<file path="src/hw/transform_settings.svh">
`ifndef TRANSFORM_SETTINGS_SVH
`define TRANSFORM_SETTINGS_SVH

// Sample and accumulator widths
`define SAMPLE_WIDTH 16
`define ACC_WIDTH 32

// Samples on one side of a block
`define BLOCK_SIZE 4

// First pass (rows) and second pass (columns)
`define ROW_ROUND 64
`define ROW_SHIFT 7
`define COL_ROUND 2048
`define COL_SHIFT 12

// 4-point kernel constants
`define COEF_A 64
`define COEF_B 83
`define COEF_C 36

// Wishbone
`define WB_ADDR_WIDTH 6
`define WB_DATA_WIDTH 16

`endif
</file>
<file path="src/hw/transformPkg.sv">
`include "transform_settings.svh"

package transformPkg;

	// One row or column of a block
	typedef struct packed
	{
		logic signed [`SAMPLE_WIDTH-1:0] s0;
		logic signed [`SAMPLE_WIDTH-1:0] s1;
		logic signed [`SAMPLE_WIDTH-1:0] s2;
		logic signed [`SAMPLE_WIDTH-1:0] s3;
	} sampleVector;

	// Even half, from samples 0 and 2
	typedef struct packed
	{
		logic signed [`ACC_WIDTH-1:0] e0;
		logic signed [`ACC_WIDTH-1:0] e1;
	} evenResult;

	// Odd half, from samples 1 and 3
	typedef struct packed
	{
		logic signed [`ACC_WIDTH-1:0] o0;
		logic signed [`ACC_WIDTH-1:0] o1;
	} oddResult;

	typedef enum logic
	{
		rowPass,
		columnPass
	} passKind;

endpackage

</file>
<file path="src/hw/busPkg.sv">
`include "transform_settings.svh"

package busPkg;

	typedef struct packed
	{
		logic cyc;
		logic stb;
		logic we;
		logic [`WB_ADDR_WIDTH-1:0] adr;
		logic [`WB_DATA_WIDTH-1:0] dat;
	} wbRequest;

	typedef struct packed
	{
		logic ack;
		logic [`WB_DATA_WIDTH-1:0] dat;
	} wbResponse;

	// Word address seen as a buffer location
	typedef struct packed
	{
		logic [1:0] bank;
		logic [1:0] row;
		logic [1:0] col;
	} bufferAddress;

	// Same word seen as a control register index
	typedef struct packed
	{
		logic [1:0] bank;
		logic [3:0] regIndex;
	} controlAddress;

	typedef union packed
	{
		bufferAddress bufferView;
		controlAddress controlView;
	} wbAddress;

	localparam logic [1:0] BANK_COEF = 2'd0;
	localparam logic [1:0] BANK_RESULT = 2'd1;
	localparam logic [1:0] BANK_CONTROL = 2'd2;

	localparam logic [3:0] REG_CONTROL = 4'd0;
	localparam logic [3:0] REG_STATUS = 4'd1;

endpackage

</file>
<file path="src/hw/idctTop.sv">
module idctTop
(
	input logic clk,
	input logic reset,
	input busPkg::wbRequest busIn,
	output busPkg::wbResponse busOut
);

	logic start;
	logic done;
	logic [1:0] coefRowIndex;
	transformPkg::sampleVector coefRow;
	logic resultWrite;
	logic [1:0] resultRowIndex;
	transformPkg::sampleVector resultRow;
	transformPkg::sampleVector inVector;
	transformPkg::passKind pass;
	transformPkg::evenResult evenValue;
	transformPkg::oddResult oddValue;
	transformPkg::sampleVector outVector;

	wbBlockInterface busSide
	(
		.clk(clk),
		.reset(reset),
		.busIn(busIn),
		.busOut(busOut),
		.start(start),
		.done(done),
		.coefRowIndex(coefRowIndex),
		.coefRow(coefRow),
		.resultWrite(resultWrite),
		.resultRowIndex(resultRowIndex),
		.resultRow(resultRow)
	);

	transformSequencer sequencer
	(
		.clk(clk),
		.reset(reset),
		.start(start),
		.done(done),
		.coefRowIndex(coefRowIndex),
		.coefRow(coefRow),
		.inVector(inVector),
		.pass(pass),
		.outVector(outVector),
		.resultWrite(resultWrite),
		.resultRowIndex(resultRowIndex),
		.resultRow(resultRow)
	);

	// Even and odd halves run side by side
	evenPart evenHalf
	(
		.clk(clk),
		.reset(reset),
		.inVector(inVector),
		.even(evenValue)
	);

	oddPart oddHalf
	(
		.clk(clk),
		.reset(reset),
		.inVector(inVector),
		.odd(oddValue)
	);

	butterflyCombine combiner
	(
		.clk(clk),
		.reset(reset),
		.even(evenValue),
		.odd(oddValue),
		.pass(pass),
		.outVector(outVector)
	);

endmodule

</file>
<file path="src/hw/transformSequencer.sv">
`include "transform_settings.svh"

module transformSequencer
(
	input logic clk,
	input logic reset,
	input logic start,
	output logic done,
	output logic [1:0] coefRowIndex,
	input transformPkg::sampleVector coefRow,
	output transformPkg::sampleVector inVector,
	output transformPkg::passKind pass,
	input transformPkg::sampleVector outVector,
	output logic resultWrite,
	output logic [1:0] resultRowIndex,
	output transformPkg::sampleVector resultRow
);

	// Datapath depth from inVector to outVector
	localparam int LATENCY = 2;
	localparam int COL_START = `BLOCK_SIZE + LATENCY;
	localparam int LAST_CYCLE = COL_START + `BLOCK_SIZE + LATENCY - 1;

	logic running;
	logic [3:0] cycleCount;
	logic [1:0] columnIndex;
	logic issueValid;
	logic [1:0] issueIndex;
	transformPkg::passKind issuePass;
	logic [LATENCY-1:0] stageValid;
	logic [1:0] stageIndex [LATENCY];
	transformPkg::passKind stagePass [LATENCY];
	logic rowReturn;
	logic signed [`SAMPLE_WIDTH-1:0] transposeBuf [`BLOCK_SIZE][`BLOCK_SIZE];

	//////////////////////////////////////////////////////////////////////
	// Schedule counter
	//////////////////////////////////////////////////////////////////////

	always_ff @(posedge clk, posedge reset)
	begin
		if (reset)
		begin
			running <= 1'b0;
			cycleCount <= '0;
			done <= 1'b0;
		end
		else
		begin
			done <= running && cycleCount == LAST_CYCLE;
			if (start)
			begin
				running <= 1'b1;
				cycleCount <= '0;
			end
			else if (running)
			begin
				if (cycleCount == LAST_CYCLE)
				begin
					running <= 1'b0;
					cycleCount <= '0;
				end
				else
					cycleCount <= cycleCount + 4'd1;
			end
		end
	end

	//////////////////////////////////////////////////////////////////////
	// Issue side
	//////////////////////////////////////////////////////////////////////

	assign coefRowIndex = cycleCount[1:0];
	assign columnIndex = 2'(cycleCount - COL_START);

	always_comb
	begin
		issueValid = 1'b0;
		issueIndex = coefRowIndex;
		issuePass = transformPkg::rowPass;
		inVector = coefRow;
		if (running && cycleCount < `BLOCK_SIZE)
			issueValid = 1'b1;
		else if (running && cycleCount >= COL_START && cycleCount < COL_START + `BLOCK_SIZE)
		begin
			// Row of the transpose buffer is a column of the row-pass output
			issueValid = 1'b1;
			issueIndex = columnIndex;
			issuePass = transformPkg::columnPass;
			inVector.s0 = transposeBuf[columnIndex][0];
			inVector.s1 = transposeBuf[columnIndex][1];
			inVector.s2 = transposeBuf[columnIndex][2];
			inVector.s3 = transposeBuf[columnIndex][3];
		end
	end

	// Tags follow each vector through the two datapath stages
	always_ff @(posedge clk, posedge reset)
	begin
		if (reset)
		begin
			stageValid <= '0;
			for (int i = 0; i < LATENCY; i++)
			begin
				stageIndex[i] <= '0;
				stagePass[i] <= transformPkg::rowPass;
			end
		end
		else
		begin
			stageValid <= {stageValid[0], issueValid};
			stageIndex[0] <= issueIndex;
			stageIndex[1] <= stageIndex[0];
			stagePass[0] <= issuePass;
			stagePass[1] <= stagePass[0];
		end
	end

	// Butterfly stage sees the vector issued one cycle earlier
	assign pass = stagePass[0];

	//////////////////////////////////////////////////////////////////////
	// Return side
	//////////////////////////////////////////////////////////////////////

	assign rowReturn = stageValid[1] && stagePass[1] == transformPkg::rowPass;
	assign resultWrite = stageValid[1] && stagePass[1] == transformPkg::columnPass;
	assign resultRowIndex = stageIndex[1];
	assign resultRow = outVector;

	// Row results are stored as columns
	always_ff @(posedge clk, posedge reset)
	begin
		if (reset)
		begin
			for (int r = 0; r < `BLOCK_SIZE; r++)
				for (int c = 0; c < `BLOCK_SIZE; c++)
					transposeBuf[r][c] <= '0;
		end
		else if (rowReturn)
		begin
			transposeBuf[0][stageIndex[1]] <= outVector.s0;
			transposeBuf[1][stageIndex[1]] <= outVector.s1;
			transposeBuf[2][stageIndex[1]] <= outVector.s2;
			transposeBuf[3][stageIndex[1]] <= outVector.s3;
		end
	end

	resultWindow: assert property (@(posedge clk) disable iff (reset)
		resultWrite |-> running && cycleCount >= COL_START + LATENCY
			&& cycleCount <= LAST_CYCLE)
		else $error("transformSequencer: result write outside cycles 8 to 11");

endmodule

</file>
<file path="src/hw/wbBlockInterface.sv">
`include "transform_settings.svh"

module wbBlockInterface
(
	input logic clk,
	input logic reset,
	input busPkg::wbRequest busIn,
	output busPkg::wbResponse busOut,
	output logic start,
	input logic done,
	input logic [1:0] coefRowIndex,
	output transformPkg::sampleVector coefRow,
	input logic resultWrite,
	input logic [1:0] resultRowIndex,
	input transformPkg::sampleVector resultRow
);

	localparam int WORDS = `BLOCK_SIZE * `BLOCK_SIZE;

	busPkg::wbAddress addr;
	logic active;
	logic accept;
	logic blocked;
	logic startWrite;
	logic coefWrite;
	logic [3:0] wordIndex;
	logic [`WB_DATA_WIDTH-1:0] readData;
	logic [`WB_DATA_WIDTH-1:0] coefBuf [WORDS];
	logic [`WB_DATA_WIDTH-1:0] resultBuf [WORDS];
	logic busyFlag;
	logic doneFlag;

	//////////////////////////////////////////////////////////////////////
	// Address decode
	//////////////////////////////////////////////////////////////////////

	assign addr = busIn.adr;
	assign wordIndex = {addr.bufferView.row, addr.bufferView.col};

	// Single-cycle ack, so a held request is taken once
	assign active = busIn.cyc && busIn.stb;
	assign accept = active && !busOut.ack;

	// A start in flight counts as busy too
	assign blocked = busyFlag || start;

	assign startWrite = accept && busIn.we && busIn.dat[0]
		&& addr.controlView.bank == busPkg::BANK_CONTROL
		&& addr.controlView.regIndex == busPkg::REG_CONTROL;

	assign coefWrite = accept && busIn.we && !blocked
		&& addr.bufferView.bank == busPkg::BANK_COEF;

	always_comb
	begin
		case (addr.bufferView.bank)
			busPkg::BANK_COEF: readData = coefBuf[wordIndex];
			busPkg::BANK_RESULT: readData = resultBuf[wordIndex];
			busPkg::BANK_CONTROL:
			begin
				if (addr.controlView.regIndex == busPkg::REG_STATUS)
					readData = {{(`WB_DATA_WIDTH - 2){1'b0}}, doneFlag, busyFlag};
				else
					readData = '0;
			end
			default: readData = '0;
		endcase
	end

	// Row read for the sequencer
	assign coefRow.s0 = coefBuf[{coefRowIndex, 2'd0}];
	assign coefRow.s1 = coefBuf[{coefRowIndex, 2'd1}];
	assign coefRow.s2 = coefBuf[{coefRowIndex, 2'd2}];
	assign coefRow.s3 = coefBuf[{coefRowIndex, 2'd3}];

	//////////////////////////////////////////////////////////////////////
	// Bus response, buffers and status
	//////////////////////////////////////////////////////////////////////

	always_ff @(posedge clk, posedge reset)
	begin
		if (reset)
		begin
			busOut <= '0;
			start <= 1'b0;
			busyFlag <= 1'b0;
			doneFlag <= 1'b0;
			for (int i = 0; i < WORDS; i++)
			begin
				coefBuf[i] <= '0;
				resultBuf[i] <= '0;
			end
		end
		else
		begin
			busOut.ack <= accept;
			if (accept)
				busOut.dat <= readData;

			start <= startWrite && !blocked;
			if (startWrite && !blocked)
				doneFlag <= 1'b0;
			if (start)
				busyFlag <= 1'b1;

			// End of the column pass
			if (done)
			begin
				busyFlag <= 1'b0;
				doneFlag <= 1'b1;
			end

			if (coefWrite)
				coefBuf[wordIndex] <= busIn.dat;

			if (resultWrite)
			begin
				resultBuf[{resultRowIndex, 2'd0}] <= resultRow.s0;
				resultBuf[{resultRowIndex, 2'd1}] <= resultRow.s1;
				resultBuf[{resultRowIndex, 2'd2}] <= resultRow.s2;
				resultBuf[{resultRowIndex, 2'd3}] <= resultRow.s3;
			end
		end
	end

	ackNeedsRequest: assert property (@(posedge clk) disable iff (reset)
		busOut.ack |-> busIn.cyc && busIn.stb)
		else $error("wbBlockInterface: ack without an active cycle");

	doneOnlyFromBusy: assert property (@(posedge clk) disable iff (reset)
		$rose(doneFlag) |-> $past(busyFlag))
		else $error("wbBlockInterface: done rose while idle");

endmodule

</file>
<file path="src/hw/butterflyCombine.sv">
`include "transform_settings.svh"

module butterflyCombine
(
	input logic clk,
	input logic reset,
	input transformPkg::evenResult even,
	input transformPkg::oddResult odd,
	input transformPkg::passKind pass,
	output transformPkg::sampleVector outVector
);

	localparam logic signed [`ACC_WIDTH-1:0] SAMPLE_MAX = 2 ** (`SAMPLE_WIDTH - 1) - 1;
	localparam logic signed [`ACC_WIDTH-1:0] SAMPLE_MIN = -(2 ** (`SAMPLE_WIDTH - 1));

	// Round, shift and saturate one butterfly output
	function automatic logic signed [`SAMPLE_WIDTH-1:0] scaleClip
	(
		input logic signed [`ACC_WIDTH-1:0] value,
		input transformPkg::passKind kind
	);
		logic signed [`ACC_WIDTH-1:0] shifted;
		if (kind == transformPkg::rowPass)
			shifted = (value + `ROW_ROUND) >>> `ROW_SHIFT;
		else
			shifted = (value + `COL_ROUND) >>> `COL_SHIFT;
		if (shifted > SAMPLE_MAX)
			shifted = SAMPLE_MAX;
		else if (shifted < SAMPLE_MIN)
			shifted = SAMPLE_MIN;
		return shifted[`SAMPLE_WIDTH-1:0];
	endfunction

	always_ff @(posedge clk, posedge reset)
	begin
		if (reset)
		begin
			outVector <= '0;
		end
		else
		begin
			outVector.s0 <= scaleClip(even.e0 + odd.o0, pass);
			outVector.s1 <= scaleClip(even.e1 + odd.o1, pass);
			outVector.s2 <= scaleClip(even.e1 - odd.o1, pass);
			outVector.s3 <= scaleClip(even.e0 - odd.o0, pass);
		end
	end

	// Pass comes from the sequencer, aligned with this stage
	passKnown: assert property (@(posedge clk) disable iff (reset) !$isunknown(pass))
		else $error("butterflyCombine: pass is unknown");

endmodule

</file>
<file path="src/hw/oddPart.sv">
`include "transform_settings.svh"

module oddPart
(
	input logic clk,
	input logic reset,
	input transformPkg::sampleVector inVector,
	output transformPkg::oddResult odd
);

	logic signed [`ACC_WIDTH-1:0] sample1;
	logic signed [`ACC_WIDTH-1:0] sample3;
	logic signed [`ACC_WIDTH-1:0] odd0;
	logic signed [`ACC_WIDTH-1:0] odd1;

	assign sample1 = inVector.s1;
	assign sample3 = inVector.s3;

	// Rotation of the odd samples by the two kernel constants
	assign odd0 = `COEF_B * sample1 + `COEF_C * sample3;
	assign odd1 = `COEF_C * sample1 - `COEF_B * sample3;

	always_ff @(posedge clk, posedge reset)
	begin
		if (reset)
		begin
			odd <= '0;
		end
		else
		begin
			odd.o0 <= odd0;
			odd.o1 <= odd1;
		end
	end

endmodule

</file>
<file path="src/hw/evenPart.sv">
`include "transform_settings.svh"

module evenPart
(
	input logic clk,
	input logic reset,
	input transformPkg::sampleVector inVector,
	output transformPkg::evenResult even
);

	logic signed [`ACC_WIDTH-1:0] sample0;
	logic signed [`ACC_WIDTH-1:0] sample2;

	// Widen first so full-scale inputs cannot wrap in the sum
	assign sample0 = inVector.s0;
	assign sample2 = inVector.s2;

	always_ff @(posedge clk, posedge reset)
	begin
		if (reset)
		begin
			even <= '0;
		end
		else
		begin
			even.e0 <= `COEF_A * (sample0 + sample2);
			even.e1 <= `COEF_A * (sample0 - sample2);
		end
	end

endmodule

</file>
<file path="config.mk">
export PLATFORM = sky130hd
export DESIGN_NAME = idctTop
export DESIGN_NICKNAME = d
export VERILOG_FILES = /design/src/hw/transformPkg.sv /design/src/hw/busPkg.sv /design/src/hw/idctTop.sv /design/src/hw/transformSequencer.sv /design/src/hw/wbBlockInterface.sv /design/src/hw/butterflyCombine.sv /design/src/hw/oddPart.sv /design/src/hw/evenPart.sv
export VERILOG_INCLUDE_DIRS = /design/src /design/src/hw
export SDC_FILE = /design/constraint.sdc
export NUM_CORES = 2
export LEC_CHECK = 0
export ABC_AREA = 1
export BUFFER_PORTS_ARGS = -buffer_cell sky130_fd_sc_hd__buf_4
export CORE_ASPECT_RATIO = 1.4
export CORE_MARGIN = 2
export CORE_UTILIZATION = 40
export CTS_BUF_LIST = sky130_fd_sc_hd__clkbuf_4 sky130_fd_sc_hd__clkbuf_8
export DETAILED_ROUTE_END_ITERATION = 12
export HOLD_SLACK_MARGIN = 0.02
export PLACE_DENSITY = 0.57
export SLEW_MARGIN = 20
export SYNTH_ARGS = -nofsm -noshare
export SYNTH_HDL_FRONTEND = slang
export SYNTH_SLANG_ARGS = --single-unit
</file>
<file path="constraint.sdc">
create_clock -name clk -period 107.3 [get_ports clk]
set_input_delay 21.46 -clock clk [delete_from_list [all_inputs] [get_ports clk]]
set_output_delay 21.46 -clock clk [all_outputs]
set_load 0.05 [all_outputs]
</file>
==> impl_metrics.toml <==
[place]
placedInstanceArea_sq_mm = 0.0662
routabilityCongestion = 0.979
io_buffers = 43
place_hpwl_microns = 191000

[sta]
fin_crit_ps = 24050
tightest_slew_ps = 1160
slew_viol_final = 0
period_share_pct = 22.4
max-slew-margin-rel_pct = 22.4
skew_ps = 50.2
hold_viol = 0
final.setup.tns_ps = 0
max_freq_ghz = 0.0416
rsz0062_at_grt = "no"
setup_violations = 0

[final_layout]
drive_gt1_share_pct = 8.14
layout_commonest_cell = "nand2_1"
nets = 8897
area_delta_synth_final_pct = 8.48
layout_common_cells = "nand2_1, o21ai_0, dfrtp_1"
stdcell_area_sq_mm = 0.0696

[floorplanning]
core-area_sq_mm = 0.159
die_x_microns = 342
ios = 44
die-height_microns = 478
initial_core_util_pct = 40.4
die-area_sq_mm = 0.164
num_rows = 173

[grt]
grt_pass1_wl_microns = 374000
track_usage_pct = 30.7
grt_overflow = 0
grt_max_degree = 157
antenna_found_initial = 15
grt_pass1_vias = 57300

[route]
drc = 0
vias = 59400
first_pass_iters = 8
via_per_inst = 5.55
detail-route-antenna-nets = 0
drt_iter0_drc = 5135
routedWlPerCell_microns = 23.8
drt-total-wl_microns = 254000

[yosys]
async_reset_ff_share_pct = 100
synthesis.area_sq_mm = 0.0641
ys_seq_area_share_pct = 37.6
synthFlopType = "dfrtp_1"
yosysUniqueCellTypes = 71
synth-edff-count = 0
yosysWarnings = 0
avgSynthCellArea_sq_um = 7.46
synth-seq-cells = 963
syn_nets = 9032
synthCells = 8598

[outcome]
status = "finished, final reports clean"

[cts]
holdBufCountCts = 0
cts_setup_buffers = 0
cts_made_buffers = 154
clock_latency_ps = 910
htreeDepth = 4
cts_root_buf = "clkbuf_8"
cts_tree = "yes"
cts.sinks = 963
clk_pin_slew_worst_paths_ps = 60
cts_resized = 0
cts_max_path_buffers = 3

[critical_path]
path_class = "in2reg"
arrival_ps = 24790
startpoint = "busIn[20]"
rrSetupSlack_ps = 97670
cp_max_fo = 18
critPathCaptureType = "flip-flop"
r2r-end = "oddHalf.odd[62]"
rr_startpoint = "sequencer.cycleCount[1]"
critPathLaunchType = "input port"
worstPathRequired_ps = 108040
r2r_cells = 35
cp-endpoint = "busSide.coefBuf[40]"

[job]
cap_violations = 0

[worst_hold_path]
hp-class = "reg2reg"
routing by layer:
| layer | routed length, microns | global-route usage (%) | up-vias | part of all wire [%] |
|---|---|---|---|---|
| met4 | 16600 | 18.3 | 6 | 6.5 |
| met1 | 97100 | 35.8 | 28600 | 38 |
| met2 | 126000 | 52.7 | 2141 | 49 |
| li1 | - | - | 28100 | - |
| met5 | 40 | 0 | - | 0.016 |
| met3 | 14900 | 4.75 | 582 | 5.9 |
per-stage QoR:
stage                     hold WS [ps]  worst slack (ps)  cells  util [%]
after floorplan                    331             58750   8598         -
after global placement             332             82410  10400      41.6
after detailed placement           345             82390  10400      41.6
after CTS                          351             83400  10700      43.7
after global routing               364             82950  10700      43.8
final                              350             83250  10700      43.8
cell usage after synthesis (all sizes together) (63+ instances only):
master | instances | area (sq um)
a21oi | 408 | 2060
a22oi | 222 | 1670
a31oi | 65 | 407
buf | 83 | 538
clkbuf | 336 | 1260
dfrtp | 963 | 24100
fa | 63 | 1260
ha | 344 | 4300
inv | 938 | 3520
nand2 | 2299 | 8850
nand3 | 338 | 1830
nand4 | 101 | 632
nor2 | 728 | 3150
o21ai | 1121 | 5660
xor2 | 178 | 1650
worst min-delay path by stage:
stage                             from                     endpoint  slack (ps)  depth (start not counted)
2_1_floorplan  sequencer.stageIndex[2]  sequencer.resultRowIndex[0]         330                          0
3_3_place_gp   sequencer.stageIndex[3]  sequencer.resultRowIndex[1]         330                          0
3_5_place_dp   sequencer.stageIndex[3]  sequencer.resultRowIndex[1]         350                          0
4_1_cts        sequencer.stageIndex[2]  sequencer.resultRowIndex[0]         350                          0
5_1_grt        sequencer.stageIndex[2]  sequencer.resultRowIndex[0]         360                          0
6_report       sequencer.stageIndex[2]  sequencer.resultRowIndex[0]         350                          0
flip-flops by register name (all words and copies together) (netlist names):
register	flops
busSide.coefBuf	256
busSide.resultBuf	256
sequencer.transposeBuf	256
combiner.outVector	64
oddHalf.odd	64
evenHalf.even	33
busSide.busOut	17
sequencer.cycleCount	4
sequencer.resultRowIndex	2
sequencer.stageIndex	2
sequencer.stageValid	2
busSide.busyFlag	1
busSide.doneFlag	1
busSide.start	1
sequencer.done	1
sequencer.pass	1
sequencer.running	1
sequencer.stagePass	1
area by class of cell:
class                      count  area, sq um
multi-input combinational   6275        34800
clock inverter                31          302
antenna                       34         85.1
clock buffer                 238         2960
sequential                   963        24100
tap                         2100         2630
fill                       16500        89300
timing repair buffer         128         1070
inverter                     941         3560
worst max-delay path: stages:
cell,delay [ps]
buf_4,120
nor2_2,90
buf_4,400
inv_1,170
nor3_2,930
nand3_1,950
buf_4,490
nand2_1,70
o21ai_0,90
cell families (layout without fill, tap and decap cells):
| group | after synthesis | after routing | synth area share (%) |
|---|---|---|---|
| AO/OA/AOI/OAI | 2106 | 2106 | 18.9 |
| AND/OR/NAND/NOR | 3542 | 3542 | 23.3 |
| multiplexers | 2 | 2 | 0.0312 |
| other | 0 | 34 | 0 |
| XOR/XNOR | 218 | 218 | 3.12 |
| flip-flops | 963 | 963 | 37.6 |
| adder cells (fa/ha/maj) | 407 | 407 | 8.68 |
| buffers and inverters | 1360 | 1338 | 8.32 |
Power is left out: the tool's default activity adds up to more than one toggle a clock period on the data nets, which glitch-free logic cannot reach.
